[src/design/wbs_arb_pkg.sv]
package wbs_arb_pkg;

  localparam int ADR_W        = 16;
  localparam int DAT_W        = 16;
  localparam int NUM_MASTERS  = 4;   // width of the one-hot master id.
  localparam int NUM_SLAVES   = 4;
  localparam int NUM_RESTRICT = 3;
  localparam int NUM_TOCONF   = 2;
  localparam int PAGE_LSB     = 6;   // windows are 64-byte aligned.
  localparam int TO_W         = 20;

  typedef struct packed {
    logic             cyc;
    logic             stb;
    logic             we;
    logic [ADR_W-1:0] adr;
    logic [DAT_W-1:0] dat;
  } wbm_req_t;

  typedef struct packed {
    logic [DAT_W-1:0] dat;
    logic             ack;
    logic             err;
  } wbm_rsp_t;

  // slave side, cyc and stb are one-hot per slave.
  typedef struct packed {
    logic [NUM_SLAVES-1:0] cyc;
    logic [NUM_SLAVES-1:0] stb;
    logic                  we;
    logic [ADR_W-1:0]      adr;
    logic [DAT_W-1:0]      dat;
  } wbs_req_t;

  typedef struct packed {
    logic                   memv;
    logic [NUM_MASTERS-1:0] wbm_id;
    logic [ADR_W-1:0]       addr;
    logic                   we;
    logic                   timeout;
  } bm_report_t;

  typedef struct packed {
    logic [ADR_W-1:0] base;
    logic [ADR_W-1:0] high;
  } window_t;

  typedef struct packed {
    logic [ADR_W-1:0]       base;
    logic [ADR_W-1:0]       high;
    logic [NUM_MASTERS-1:0] mask;        // masters allowed in.
    logic                   protect_rd;
    logic                   protect_wr;
  } restrict_t;

  typedef struct packed {
    logic [ADR_W-1:0] base;
    logic [ADR_W-1:0] high;
    logic [TO_W-1:0]  limit;
  } toconf_t;

  localparam window_t SLAVE_MAP [NUM_SLAVES] = '{
    '{base: 16'h0000, high: 16'h03ff},
    '{base: 16'h0400, high: 16'h07ff},
    '{base: 16'h1000, high: 16'h10ff},
    '{base: 16'h2000, high: 16'h203f}
  };

  // base above high leaves an entry empty.
  localparam restrict_t RESTRICT_MAP [NUM_RESTRICT] = '{
    '{base: 16'h0000, high: 16'h00ff, mask: 4'b0001, protect_rd: 1'b0, protect_wr: 1'b1},
    '{base: 16'h1000, high: 16'h10ff, mask: 4'b0011, protect_rd: 1'b1, protect_wr: 1'b1},
    '{base: 16'hffff, high: 16'h0000, mask: 4'b0000, protect_rd: 1'b0, protect_wr: 1'b0}
  };

  localparam toconf_t TOCONF_MAP [NUM_TOCONF] = '{
    '{base: 16'h2000, high: 16'h203f, limit: 20'd40},
    '{base: 16'hffff, high: 16'h0000, limit: 20'd0}
  };

  localparam logic [TO_W-1:0] TO_DEFAULT = 20'd16;

endpackage

[src/design/bus_protect.sv]
module bus_protect (
  input  logic                                wb_clk_i,
  input  logic                                wb_rst_i,
  input  logic                                vcheck_i,
  input  logic [wbs_arb_pkg::ADR_W-1:0]       adr_i,
  input  logic                                we_i,
  input  logic [wbs_arb_pkg::NUM_MASTERS-1:0] wbm_id_i,
  output logic                                vpass_o,
  output logic                                vfail_o
);
  import wbs_arb_pkg::*;

  logic [NUM_RESTRICT-1:0] hit;     // address inside the region.
  logic [NUM_RESTRICT-1:0] denied;  // region refuses this master and direction.
  logic                    fail;

  // all regions are checked in parallel.
  always_comb begin
    for (int r = 0; r < NUM_RESTRICT; r++) begin
      hit[r]    = (adr_i >= RESTRICT_MAP[r].base) && (adr_i <= RESTRICT_MAP[r].high);
      denied[r] = ~|(RESTRICT_MAP[r].mask & wbm_id_i) &&
                  (we_i ? RESTRICT_MAP[r].protect_wr : RESTRICT_MAP[r].protect_rd);
    end
  end

  assign fail = |(hit & denied);

  // one pulse, pass or fail, the cycle after the check strobe.
  always_ff @(posedge wb_clk_i) begin
    if (wb_rst_i) begin
      vpass_o <= 1'b0;
      vfail_o <= 1'b0;
    end else begin
      vpass_o <= vcheck_i & ~fail;
      vfail_o <= vcheck_i & fail;
    end
  end

endmodule

[src/design/bus_timeout.sv]
module bus_timeout (
  input  logic                          wb_clk_i,
  input  logic                          wb_rst_i,
  input  logic                          clear_i,
  input  logic [wbs_arb_pkg::ADR_W-1:0] adr_i,
  output logic                          timeout_o
);
  import wbs_arb_pkg::*;

  logic [TO_W-1:0] limit;
  logic [TO_W-1:0] count;

  // first matching entry sets the limit.
  always_comb begin
    limit = TO_DEFAULT;
    for (int i = NUM_TOCONF - 1; i >= 0; i--) begin  // walk down so entry 0 wins.
      if (adr_i >= TOCONF_MAP[i].base && adr_i <= TOCONF_MAP[i].high) begin
        limit = TOCONF_MAP[i].limit;
      end
    end
  end

  always_ff @(posedge wb_clk_i) begin
    if (wb_rst_i || clear_i) begin
      count     <= '0;
      timeout_o <= 1'b0;
    end else if (count == limit) begin
      timeout_o <= 1'b1;  // count stops here, flag held.
    end else begin
      count <= count + 1'b1;
    end
  end

endmodule

[src/design/wbs_arbiter.sv]
module wbs_arbiter (
  input  logic                                wb_clk_i,
  input  logic                                wb_rst_i,
  input  wbs_arb_pkg::wbm_req_t               wbm_req_i,
  input  logic [wbs_arb_pkg::NUM_MASTERS-1:0] wbm_id_i,
  output wbs_arb_pkg::wbm_rsp_t               wbm_rsp_o,
  output wbs_arb_pkg::wbs_req_t               wbs_req_o,
  input  logic [wbs_arb_pkg::NUM_SLAVES-1:0][wbs_arb_pkg::DAT_W-1:0] wbs_dat_i,
  input  logic [wbs_arb_pkg::NUM_SLAVES-1:0]  wbs_ack_i,
  output wbs_arb_pkg::bm_report_t             bm_report_o
);
  import wbs_arb_pkg::*;

  typedef enum logic [1:0] {
    S_IDLE,
    S_CHECK,
    S_WAIT
  } state_t;

  state_t state;

  logic [NUM_SLAVES-1:0]  slave_sel;   // decoded from the live address.
  logic [NUM_SLAVES-1:0]  active_q;    // latched at the start of a cycle.
  logic [NUM_SLAVES-1:0]  slv_en_q;    // drives slave cyc and stb.
  logic [ADR_W-1:0]       adr_q;
  logic [DAT_W-1:0]       dat_q;
  logic                   we_q;
  logic [NUM_MASTERS-1:0] id_q;
  logic [ADR_W-1:0]       slv_adr;
  logic [DAT_W-1:0]       rdata;
  logic [DAT_W-1:0]       rdat_q;
  logic                   ack_q;
  logic                   err_q;
  logic                   memv_q;
  logic                   to_q;
  logic                   vcheck_q;
  logic                   vpass;
  logic                   vfail;
  logic                   timeout;

  // lowest-numbered window wins, compared on page bits only.
  always_comb begin
    slave_sel = '0;
    for (int i = NUM_SLAVES - 1; i >= 0; i--) begin
      if (wbm_req_i.adr[ADR_W-1:PAGE_LSB] >= SLAVE_MAP[i].base[ADR_W-1:PAGE_LSB] &&
          wbm_req_i.adr[ADR_W-1:PAGE_LSB] <= SLAVE_MAP[i].high[ADR_W-1:PAGE_LSB]) begin
        slave_sel    = '0;
        slave_sel[i] = 1'b1;
      end
    end
  end

  // rebase to the active window and pick its read data.
  always_comb begin
    slv_adr = '0;
    rdata   = '0;
    for (int i = 0; i < NUM_SLAVES; i++) begin
      if (active_q[i]) begin
        slv_adr = adr_q - SLAVE_MAP[i].base;
        rdata   = wbs_dat_i[i];
      end
    end
  end

  bus_protect u_protect (
    .wb_clk_i (wb_clk_i),
    .wb_rst_i (wb_rst_i),
    .vcheck_i (vcheck_q),
    .adr_i    (adr_q),
    .we_i     (we_q),
    .wbm_id_i (id_q),
    .vpass_o  (vpass),
    .vfail_o  (vfail)
  );

  bus_timeout u_timeout (
    .wb_clk_i  (wb_clk_i),
    .wb_rst_i  (wb_rst_i),
    .clear_i   (state != S_WAIT),  // counts only while a slave is pending.
    .adr_i     (adr_q),
    .timeout_o (timeout)
  );

  always_ff @(posedge wb_clk_i) begin
    if (wb_rst_i) begin
      state    <= S_IDLE;
      active_q <= '0;
      slv_en_q <= '0;
      ack_q    <= 1'b0;
      err_q    <= 1'b0;
      memv_q   <= 1'b0;
      to_q     <= 1'b0;
      vcheck_q <= 1'b0;
    end else begin
      ack_q    <= 1'b0;  // response flags are single pulses.
      err_q    <= 1'b0;
      memv_q   <= 1'b0;
      to_q     <= 1'b0;
      vcheck_q <= 1'b0;
      case (state)
        S_IDLE: begin
          // skip the response cycle, stb is still up from the last request.
          if (wbm_req_i.cyc && wbm_req_i.stb && !ack_q && !err_q) begin
            active_q <= slave_sel;
            vcheck_q <= 1'b1;
            state    <= S_CHECK;
          end
        end
        S_CHECK: begin
          if (vfail) begin
            err_q  <= 1'b1;
            memv_q <= 1'b1;
            state  <= S_IDLE;
          end else if (vpass && active_q == '0) begin
            err_q <= 1'b1;  // unmapped.
            state <= S_IDLE;
          end else if (vpass) begin
            slv_en_q <= active_q;
            state    <= S_WAIT;
          end
        end
        S_WAIT: begin
          if (|(wbs_ack_i & active_q)) begin
            slv_en_q <= '0;
            ack_q    <= 1'b1;
            state    <= S_IDLE;
          end else if (timeout) begin
            slv_en_q <= '0;
            err_q    <= 1'b1;
            to_q     <= 1'b1;
            state    <= S_IDLE;
          end
        end
        default: state <= S_IDLE;
      endcase
    end
  end

  // request and read data payload.
  always_ff @(posedge wb_clk_i) begin
    if (state == S_IDLE) begin
      adr_q <= wbm_req_i.adr;
      dat_q <= wbm_req_i.dat;
      we_q  <= wbm_req_i.we;
      id_q  <= wbm_id_i;
    end
    if (state == S_WAIT) begin
      rdat_q <= rdata;
    end
  end

  assign wbs_req_o.cyc = slv_en_q;
  assign wbs_req_o.stb = slv_en_q;
  assign wbs_req_o.we  = we_q;
  assign wbs_req_o.adr = slv_adr;
  assign wbs_req_o.dat = dat_q;

  assign wbm_rsp_o.dat = rdat_q;
  assign wbm_rsp_o.ack = ack_q;
  assign wbm_rsp_o.err = err_q;

  assign bm_report_o.memv    = memv_q;
  assign bm_report_o.wbm_id  = id_q;
  assign bm_report_o.addr    = adr_q;
  assign bm_report_o.we      = we_q;
  assign bm_report_o.timeout = to_q;

endmodule

[config.mk]
export PLATFORM = sky130hd
export DESIGN_NAME = wbs_arbiter
export DESIGN_NICKNAME = d
export VERILOG_FILES = /design/src/design/wbs_arb_pkg.sv /design/src/design/bus_protect.sv /design/src/design/bus_timeout.sv /design/src/design/wbs_arbiter.sv
export SDC_FILE = /design/constraint.sdc
export NUM_CORES = 1
export LEC_CHECK = 0
export ABC_CLOCK_PERIOD_IN_PS = 2240
export BUFFER_PORTS_ARGS = -buffer_cell sky130_fd_sc_hd__buf_2
export CAP_MARGIN = 10
export CORE_MARGIN = 3
export CORE_UTILIZATION = 45
export CTS_BUF_LIST = sky130_fd_sc_hd__clkbuf_8
export CTS_CLUSTER_SIZE = 24
export DETAILED_ROUTE_END_ITERATION = 8
export GPL_TIMING_DRIVEN = 0
export HOLD_SLACK_MARGIN = 0.12
export PLACE_DENSITY = 0.85
export SYNTH_ARGS = -nofsm -noshare
export SYNTH_HDL_FRONTEND = slang
export SYNTH_HIERARCHICAL = 1
export SYNTH_SLANG_ARGS = --single-unit
[constraint.sdc]
create_clock -name wb_clk_i -period 2.24 [get_ports wb_clk_i]
set_clock_uncertainty 0.15 [all_clocks]
set_input_delay 0.224 -clock wb_clk_i [delete_from_list [all_inputs] [get_ports wb_clk_i]]
set_output_delay 0.224 -clock wb_clk_i [all_outputs]
set_load 0.01 [all_outputs]
==> flow_summary.yaml, run 1 <==
outcome:
  status: "completed"
sta:
  rsz0062_at_grt: "yes"
  fin_crit_sh_pct: 96.3
  worst_pin_slew_ns: 0.677
  fin_crit_ns: 2.16
  fmax_mhz: 464
  relSlewSlack_pct: 54.6
  final-setup-viol-count: 0
  timing.hold.ws_ns: 0.129
  final.setup.worst_slack_ns: 0.0826
  finalHoldViolations: 0
  slew_violations: 0
  fin_setup_tns_ns: 0
power_and_ir_drop:
  clkPwrFrac_pct: 22.4
  irDropWorstVdd_uv: 575
  p_leak_nw: 2.81
  power_density_nw_per_um2: 711
  p_seq_share_pct: 48.8
  p_sw_mw: 1.53
  p_int_mw: 3.27
  comb_power_share_pct: 28.8
  totalPowerFinal_mw: 4.80
  swShare_pct: 31.8
worst_hold_path:
  min_to: "to_q$_SDFF_PP0_"
  min_path_cells: 3
  hp-class: "primary input to register"
  hold_start: "wbs_ack_i[1]"
synth:
  async_reset_ff_share_pct: 0
  ys_warn_count: 6
  synth_area_per_cell_sq_um: 10.5
  synthFlopType: "edfxtp_1"
  syn-cell-area_sq_um: 4410
  synth_area_leaders: "edfxtp_1 (36%), dfxtp_1 (17%), a22oi_1 (3.4%)"
  yosysTopAreaCell: "edfxtp_1"
  synth_cells: 422
  synth.net_count: 541
  ys_ff_latch: 91
  ys_types: 64
  synth_edf_count: 53
  yosys.area.top_type_share_pct: 36.1
  yosysSeqAreaShare_pct: 53.3
place:
  io_buffers: 190
  dp_cells: 741
  post-place-ws_ns: -0.373
  dpl_cell_area_sq_um: 5530
  gp_congestion: 0.924
  dp_hpwl_microns: 9890
critical_path:
  critPathKind: "register to primary output"
  r2r_setup_slack_ns: 0.10
  required_ns: 1.87
  reg2reg_depth: 6
  worstReg2RegEnd: "u_timeout/count[17]$_SDFFE_PP0P_"
  arrival_ns: 1.78
  crit_path_end_kind: "primary output"
  rr_startpoint: "adr_q[11]$_DFFE_PN_"
  start_kind: "register"
  cp_max_fo: 8
drt:
  drcViolationCount: 0
  routedWlPerCell_microns: 18.0
  first_pass_iters: 5
  drt-initial-drc-count: 428
  via_per_inst: 5.50
  routed-via-count: 4708
  antenna_left: 0
  routed_wl_microns: 15400
finish:
  diodes: 0
  fin_util_pct: 72.0
  final_cells: 856
  drive_above_1_share_pct: 36.0
  final_area_sq_um: 6750
  mostFrequentLayoutCell: "buf_2"
  final_cell_mix: "buf_2 (194), dlygate4sd3_1 (84), edfxtp_1 (53)"
  nets: 841
  area.growth.synth_to_final_pct: 53.0
clocking:
  clock_path_buffers: 2
  clock_sinks: 91
  clk_pin_slew_ns: 0.08
  h-tree-depth: 3
  clkLatencyLatePin_ns: 0.36
  cts_buffers: 9
  cts-root-buf: "clkbuf_8"
  cts_tree: "yes"
global_routing:
  grt_max_degree: 41
  grt_pass1_vias: 4687
  gr-total-overflow: 0
  grt_first_pass_wirelength_microns: 23300
  antenna_found_initial: 0
  grt_usage_pct: 26.5
die:
  die-area_sq_um: 11000
  ios: 191
  die_h_microns: 105
  die_w_microns: 105
  initial_utilization_pct: 47.1
  core-area_sq_um: 9370
  row_count: 35
job:
  cap_viol_max_count: 0
-- kinds of logic after synthesis --
logic type / Yosys count / synth area share [%]
AO/OA/AOI/OAI: 100 / 15.6
XOR/XNOR: 13 / 2.58
adder cells (fa/ha/maj): 10 / 2.84
buffers and inverters: 47 / 4.93
flip-flops: 91 / 53.3
multiplexers: 1 / 0.227
AND/OR/NAND/NOR: 160 / 20.5
-- how the worst max path moves through the flow --
stage                                             to                     start  cells after the start
floorplan           u_timeout/count[17]$_SDFFE_PP0P_     state[0]$_SDFFE_PP0P_                      8
global placement            active_q[2]$_SDFFE_PP0P_     state[0]$_SDFFE_PP0P_                      5
detailed placement  u_timeout/count[17]$_SDFFE_PP0P_     state[0]$_SDFFE_PP0P_                      8
CTS                         active_q[2]$_SDFFE_PP0P_     state[0]$_SDFFE_PP0P_                      5
global route        u_timeout/count[17]$_SDFFE_PP0P_       adr_q[11]$_DFFE_PN_                      6
finish                                 wbs_req_o[31]  active_q[0]$_SDFFE_PP0P_                      5
-- repair_timing --
item,4_1_cts,5_1_grt
setup endpoints to repair,37,12
cloned,0,0
buffers inserted,5,11
gates resized for setup,7,16
pin swaps,1,3
hold endpoints to repair,60,2
hold buffers,82,2
-- critical path: stages, from the launching register on --
cell and delay (ns):
dfxtp_1 0.47, nor2b_4 0.31, a21o_1 0.15, o21ai_0 0.11
a41oi_2 0.22, buf_2 0.17
-- flip-flops by register name (all words and copies together), names as in the netlist, 2 cells and up --
signal and cells:
dat_q 16, adr_q 16, id_q 4, u_timeout/count 20
state 2, active_q 4, slv_en_q 4, rdat_q 16
-- cell usage after synthesis, types with 2 or more instances --
| cell type | instances |
|---|---|
| edfxtp_1 | 53 |
| dfxtp_1 | 38 |
| nor2_1 | 30 |
| nand2_1 | 27 |
| o21ai_0 | 26 |
| a22oi_1 | 20 |
| inv_1 | 19 |
| nand3_1 | 18 |
| a21oi_1 | 15 |
| and2_1 | 13 |
| clkbuf_1 | 13 |
| nor4_1 | 12 |
| nand4_1 | 11 |
| buf_4 | 10 |
| ha_1 | 10 |
| nor3_1 | 9 |
| o31ai_1 | 8 |
| xnor2_1 | 8 |
| a221oi_1 | 6 |
| or3_1 | 5 |
| xor2_1 | 5 |
| and3_1 | 4 |
| nor2b_1 | 4 |
| a21o_1 | 3 |
| buf_2 | 3 |
| nand2b_1 | 3 |
| nand3b_1 | 3 |
| a2111o_1 | 2 |
| a22o_1 | 2 |
| a31oi_1 | 2 |
| a41oi_1 | 2 |
| buf_1 | 2 |
| nor4_2 | 2 |
| nor4b_1 | 2 |
| o41ai_1 | 2 |
| or4_4 | 2 |
-- power by group through the flow --
| stage | clock network [mW] | registers (mW) | logic, mW |
|---|---|---|---|
| 2_1_floorplan | 0 | 2.48 | 0.403 |
| 3_3_place_gp | 0 | 2.39 | 1.01 |
| 3_5_place_dp | 0 | 2.40 | 1.04 |
| 4_1_cts | 1.09 | 2.34 | 1.23 |
| 5_1_grt | 1.16 | 2.37 | 1.50 |
| 6_report | 1.07 | 2.34 | 1.38 |
-- final cells by class --
cell class	count	area (sq um)
Buffer	27	153
Clock buffer	9	124
Clock inverter	7	61.3
Fill cell	672	2620
Inverter	19	71.3
Multi-Input combinational cell	284	1920
Sequential cell	91	2350
Tap cell	129	161
Timing Repair Buffer	290	1910
-- per-layer routing --
metal	GRT usage [%]	vias to the layer above	wire length, microns
met2	48.5	265	7870
met3	8.83	31	1330
met4	8.53	0	375
li1	-	2185	-
met5	0	-	0
met1	28.7	2227	5810
Power figures use the tool's default switching activity.
==> inputs of run 2 (changes only) <==
ABC_CLOCK_PERIOD_IN_PS = 2000   (was 2240)
CORE_UTILIZATION = 37   (was 45)
PLACE_DENSITY = 0.71   (was 0.85)
clock period = 2 ns   (was 2.24 ns; I/O delays follow)
==> run 2 against run 1 <==
  * The flow now finishes with violations (negative setup slack)
  * Wire length grew 4.6%
  * Design area up 4.6%
  * Sequential share of layout area is 1.4 points lower
  * Global-route usage shrank 2.5 points
  * Sequential power up 12%
  * Sequential cell count is the same
  * Critical endpoint is now wbs_req_o[29]
  * Largest cell class unchanged
  * Largest power group unchanged
==> flow_summary.yaml, run 2 (synthesis gave the netlist of run 1 again) <==
critical_path:
  crit_chain: "buf_6 > nor3_4 > mux2i_1 > a2bb2oi_2 > o221ai_1 > buf_2"
  crit_path_end_kind: "primary output"
  rr_startpoint: "adr_q[10]$_DFFE_PN_"
  arrival_ns: 1.89
  start_kind: "register"
  cp_top_family: "flip-flops"
  required_ns: 1.65
  cp_max_fo: 4
  critical-path-max-stage-delay_ns: 0.50
  cp.buffers_inverters: 2
  slowest_stage: "edfxtp_1"
  critPathKind: "register to primary output"
  crit_path_start: "adr_q[12]$_DFFE_PN_"
drt:
  antenna_left: 0
  routed-via-count: 4703
  routed_wl_microns: 16100
  drcViolationCount: 0
  via_per_inst: 5.33
  routedWlPerCell_microns: 18.2
  first_pass_iters: 4
  drt-initial-drc-count: 240
clocking:
  clock_sinks: 91
  clock_path_buffers: 2
  h-tree-depth: 3
  cts_buffers: 9
  cts-root-buf: "clkbuf_8"
  clk_pin_slew_ns: 0.09
  cts_tree: "yes"
  clkLatencyLatePin_ns: 0.37
finish:
  area.growth.synth_to_final_pct: 60.0
  final_cell_mix: "buf_2 (191), dlygate4sd3_1 (92), edfxtp_1 (53)"
  diodes: 0
  nets: 854
  regMostFlops: "u_timeout/count"
  final_cells: 883
  largest_register_ffs: 20
  drive_above_1_share_pct: 38.5
  mostFrequentLayoutCell: "buf_2"
power_and_ir_drop:
  power_density_nw_per_um2: 808
  p_leak_nw: 2.92
  irDropWorstVdd_uv: 681
die:
  core-area_sq_um: 11500
  ios: 191
  row_count: 39
  die_h_microns: 115
  die-area_sq_um: 13300
  initial_utilization_pct: 38.3
  die_w_microns: 115
job:
  cap_viol_max_count: 0
worst_hold_path:
  hp-class: "primary input to register"
  hold_start: "wbs_dat_i[45]"
sta:
  final.setup.worst_slack_ns: -0.244
  fin_crit_sh_pct: 112
  finalHoldViolations: 0
  fin_setup_tns_ns: -1.36
  rsz0062_at_grt: "yes"
  fin_crit_ns: 2.24
  worst_pin_slew_ns: 0.509
  slew_violations: 0
  relSlewSlack_pct: 65.8
  final-setup-viol-count: 17
  fmax_mhz: 446
global_routing:
  grt_max_degree: 41
  gr-total-overflow: 0
  grt_pass1_vias: 4900
  grt_first_pass_wirelength_microns: 24800
  grt_usage_pct: 24.0
  antenna_found_initial: 0
place:
  dp_cells: 755
  gp_congestion: 0.917
  dp_hpwl_microns: 10200
  io_buffers: 190
outcome:
  violations: "negative setup slack"
  status: "complete, but fails checks"
run 2: changes by cell type in the layout (fill, tap and decap cells not counted), sizes merged:
cell	previous run	this run
clkinv	3	2
buf	220	229
inv	21	22
dlygate4sd3	84	92
clkbuf	22	18
run 2: area by class of cell:
| type | count | area, sq um |
|---|---|---|
| Tap cell | 143 | 179 |
| Clock buffer | 9 | 124 |
| Fill cell | 943 | 4460 |
| Buffer | 24 | 161 |
| Inverter | 19 | 71.3 |
| Sequential cell | 91 | 2360 |
| Timing Repair Buffer | 306 | 2090 |
| Multi-Input combinational cell | 284 | 2000 |
| Clock inverter | 7 | 76.3 |
run 2: power by group:
part	internal [mW]	switching (mW)
clock	0.587	0.716
sequential	2.39	0.227
combinational	0.840	0.942
total	3.82	1.88
run 2: path summary, 6_finish.rpt:
kind / to / slack, ns / cells after the start
setup / recovery: wbs_req_o[29] / -0.24 / 6
hold / removal: rdat_q[13]$_DFFE_PP_ / 0.14 / 3
setup reg to reg: u_timeout/count[1]$_SDFFE_PP0P_ / -0.08 / 7
hold reg to reg: u_protect/vpass_o$_SDFF_PP0_ / 0.33 / 2
run 2: repair_timing:
action	CTS	global route
setup buffers	16	8
hold buffers	92	0
setup endpoints to repair	47	39
gates cloned	0	0
endpoints found under the hold margin	63	0
pin swaps	8	11
resized for setup	28	30
run 2: through the flow:
stage               worst slack, ns  hold slack (ns)  utilization (%)  area, sq um  total power [mW]
finish                       -0.244            0.141             61.3         7060              5.70
global route                 -0.329            0.127             61.3         7060              5.98
CTS                          -0.179            0.123             59.7         6870              5.47
detailed placement           -0.431            0.228             48.3         5560              3.88
global placement             -0.375            0.226             48.3         5560              3.83
floorplan                   -0.0425            0.126                -         4430              3.23
run 2: worst reg2reg max path, delay by kind of cell (launching register included):
family                 cells  cell delay (ns)
flip-flops                 1             0.50
AND/OR/NAND/NOR            3             0.49
buffers and inverters      3             0.49
AO/OA/AOI/OAI              1             0.40
run 2: layer usage:
| metal | track usage, % | share of wire, % |
|---|---|---|
| met2 | 43.2 | 50 |
| met5 | 0 | 0 |
| met1 | 26.9 | 39 |
| met3 | 5.58 | 8.2 |
| met4 | 10.6 | 3.1 |
==> inputs of run 3 (changes only) <==
ABC_CLOCK_PERIOD_IN_PS = 2800   (was 2000)
SKIP_CTS_REPAIR_TIMING = 1   (was unset)
clock period = 2.8 ns   (was 2 ns; I/O delays follow)
==> run 3 against run 2 <==
  * The run now ends clean
  * Design area shrank 9.9%
  * Sequential power shrank 28%
  * Count of clock-buffer cells in the layout grew 1
  * Global-route usage shrank 4.1 points
  * Hold slack lost 0.051 ns
  * Setup slack gained 0.43 ns
  * Non-clock buffer count shrank 52
  * Via count shrank 5.0%
  * Sequential cell count is the same
  * Critical path depth is the same
  * Sequential share of layout area grew 3.6 points
==> flow_summary.yaml, run 3 (synthesis gave the netlist of run 1 again) <==
outcome:
  status: "completed"
critical_path:
  reg2reg_depth: 6
  critPathKind: "register to register"
  crit_path_end_kind: "register"
  cp_max_fo: 10
  start_kind: "register"
  worstReg2RegEnd: "rdat_q[2]$_DFFE_PP_"
  arrival_ns: 2.67
  required_ns: 2.86
  rr_startpoint: "active_q[1]$_SDFFE_PP0P_"
  r2r_setup_slack_ns: 0.19
clocking:
  cts-root-buf: "clkbuf_8"
  cts_buffers: 9
  clkLatencyLatePin_ns: 0.37
  clock_sinks: 91
  clk_pin_slew_ns: 0.09
  clock_path_buffers: 2
  cts_tree: "yes"
  h-tree-depth: 3
place:
  dp_cells: 755
  dpl_cell_area_sq_um: 5540
  io_buffers: 190
  post-place-ws_ns: -0.171
  dp_hpwl_microns: 10300
  gp_congestion: 0.848
global_routing:
  grt_pass1_vias: 4170
  antenna_found_initial: 0
  grt_first_pass_wirelength_microns: 20600
  gr-total-overflow: 0
  grt_max_degree: 41
  grt_usage_pct: 19.9
die:
  die_w_microns: 115
  die-area_sq_um: 13300
  initial_utilization_pct: 38.3
  die_h_microns: 115
  ios: 191
  row_count: 39
  core-area_sq_um: 11500
finish:
  regMostFlops: "u_timeout/count"
  nets: 802
  drive_above_1_share_pct: 33.7
  largest_register_ffs: 20
  final_cell_mix: "buf_2 (193), dlygate4sd3_1 (60), edfxtp_1 (53)"
  mostFrequentLayoutCell: "buf_2"
  final_cells: 831
  final_area_sq_um: 6360
  area.growth.synth_to_final_pct: 44.1
  diodes: 0
  fin_util_pct: 55.2
power_and_ir_drop:
  power_density_nw_per_um2: 585
  irDropWorstVdd_uv: 433
  totalPowerFinal_mw: 3.72
  p_leak_nw: 2.59
drt:
  drt-initial-drc-count: 202
  via_per_inst: 5.38
  first_pass_iters: 5
  routed-via-count: 4468
  routed_wl_microns: 14500
  routedWlPerCell_microns: 17.4
  drcViolationCount: 0
  antenna_left: 0
sta:
  worst_pin_slew_ns: 0.974
  fin_setup_tns_ns: 0
  final.setup.worst_slack_ns: 0.188
  rsz0062_at_grt: "no"
  final-setup-viol-count: 0
  relSlewSlack_pct: 35.1
  finalHoldViolations: 0
  slew_violations: 0
  timing.hold.ws_ns: 0.0905
  fin_crit_ns: 2.61
  fin_crit_sh_pct: 93.3
  fmax_mhz: 383
worst_hold_path:
  min_to: "rdat_q[4]$_DFFE_PP_"
  min_path_cells: 3
  hp-class: "primary input to register"
  hold_start: "wbs_dat_i[52]"
job:
  cap_viol_max_count: 0
run 3: cell types whose count changed in the layout (fill, tap and decap cells not counted), sizes merged:
cell	previous run	this run
clkbuf	18	23
inv	22	20
buf	229	205
clkinv	2	3
dlygate4sd3	92	60
run 3: area by class of cell:
type	instances	area [sq um]
repair buffers	250	1550
multi-input cells	284	1860
flip-flops and latches	91	2350
inverters	19	71.3
fillers	986	5160
clock buffers	10	138
well taps	143	179
clock inverters	6	63.8
plain buffers	28	146
run 3: worst max-delay path: stages, from the launching register on:
cell and delay, ns:
dfxtp_1 0.32, buf_2 0.18, or2b_1 0.31, nor3_2 0.61
a22oi_1 0.17, dlygate4sd3_1 0.63, o21ai_0 0.09
run 3: power breakdown:
group | internal, mW | switching, mW
sequential | 1.72 | 0.179
combinational | 0.375 | 0.532
clock | 0.437 | 0.482
run 3: routing by layer:
metal	track usage [%]	vias up	wire length, microns
li1	-	2110	-
met2	35.2	225	7300
met4	6.49	0	217
met3	5.47	20	1070
met1	23.4	2113	5900
met5	0	-	0
run 3: worst max-delay path by stage:
stage	end	start	slack, ns	cells past startpoint
2_1_floorplan	u_timeout/count[17]$_SDFFE_PP0P_	state[0]$_SDFFE_PP0P_	0.37	8
3_3_place_gp	u_timeout/count[17]$_SDFFE_PP0P_	state[0]$_SDFFE_PP0P_	-0.15	8
3_5_place_dp	u_timeout/count[17]$_SDFFE_PP0P_	state[0]$_SDFFE_PP0P_	-0.17	8
4_1_cts	u_timeout/count[17]$_SDFFE_PP0P_	state[0]$_SDFFE_PP0P_	-0.21	8
5_1_grt	rdat_q[7]$_DFFE_PP_	active_q[1]$_SDFFE_PP0P_	0.14	6
6_report	rdat_q[2]$_DFFE_PP_	active_q[1]$_SDFFE_PP0P_	0.19	6
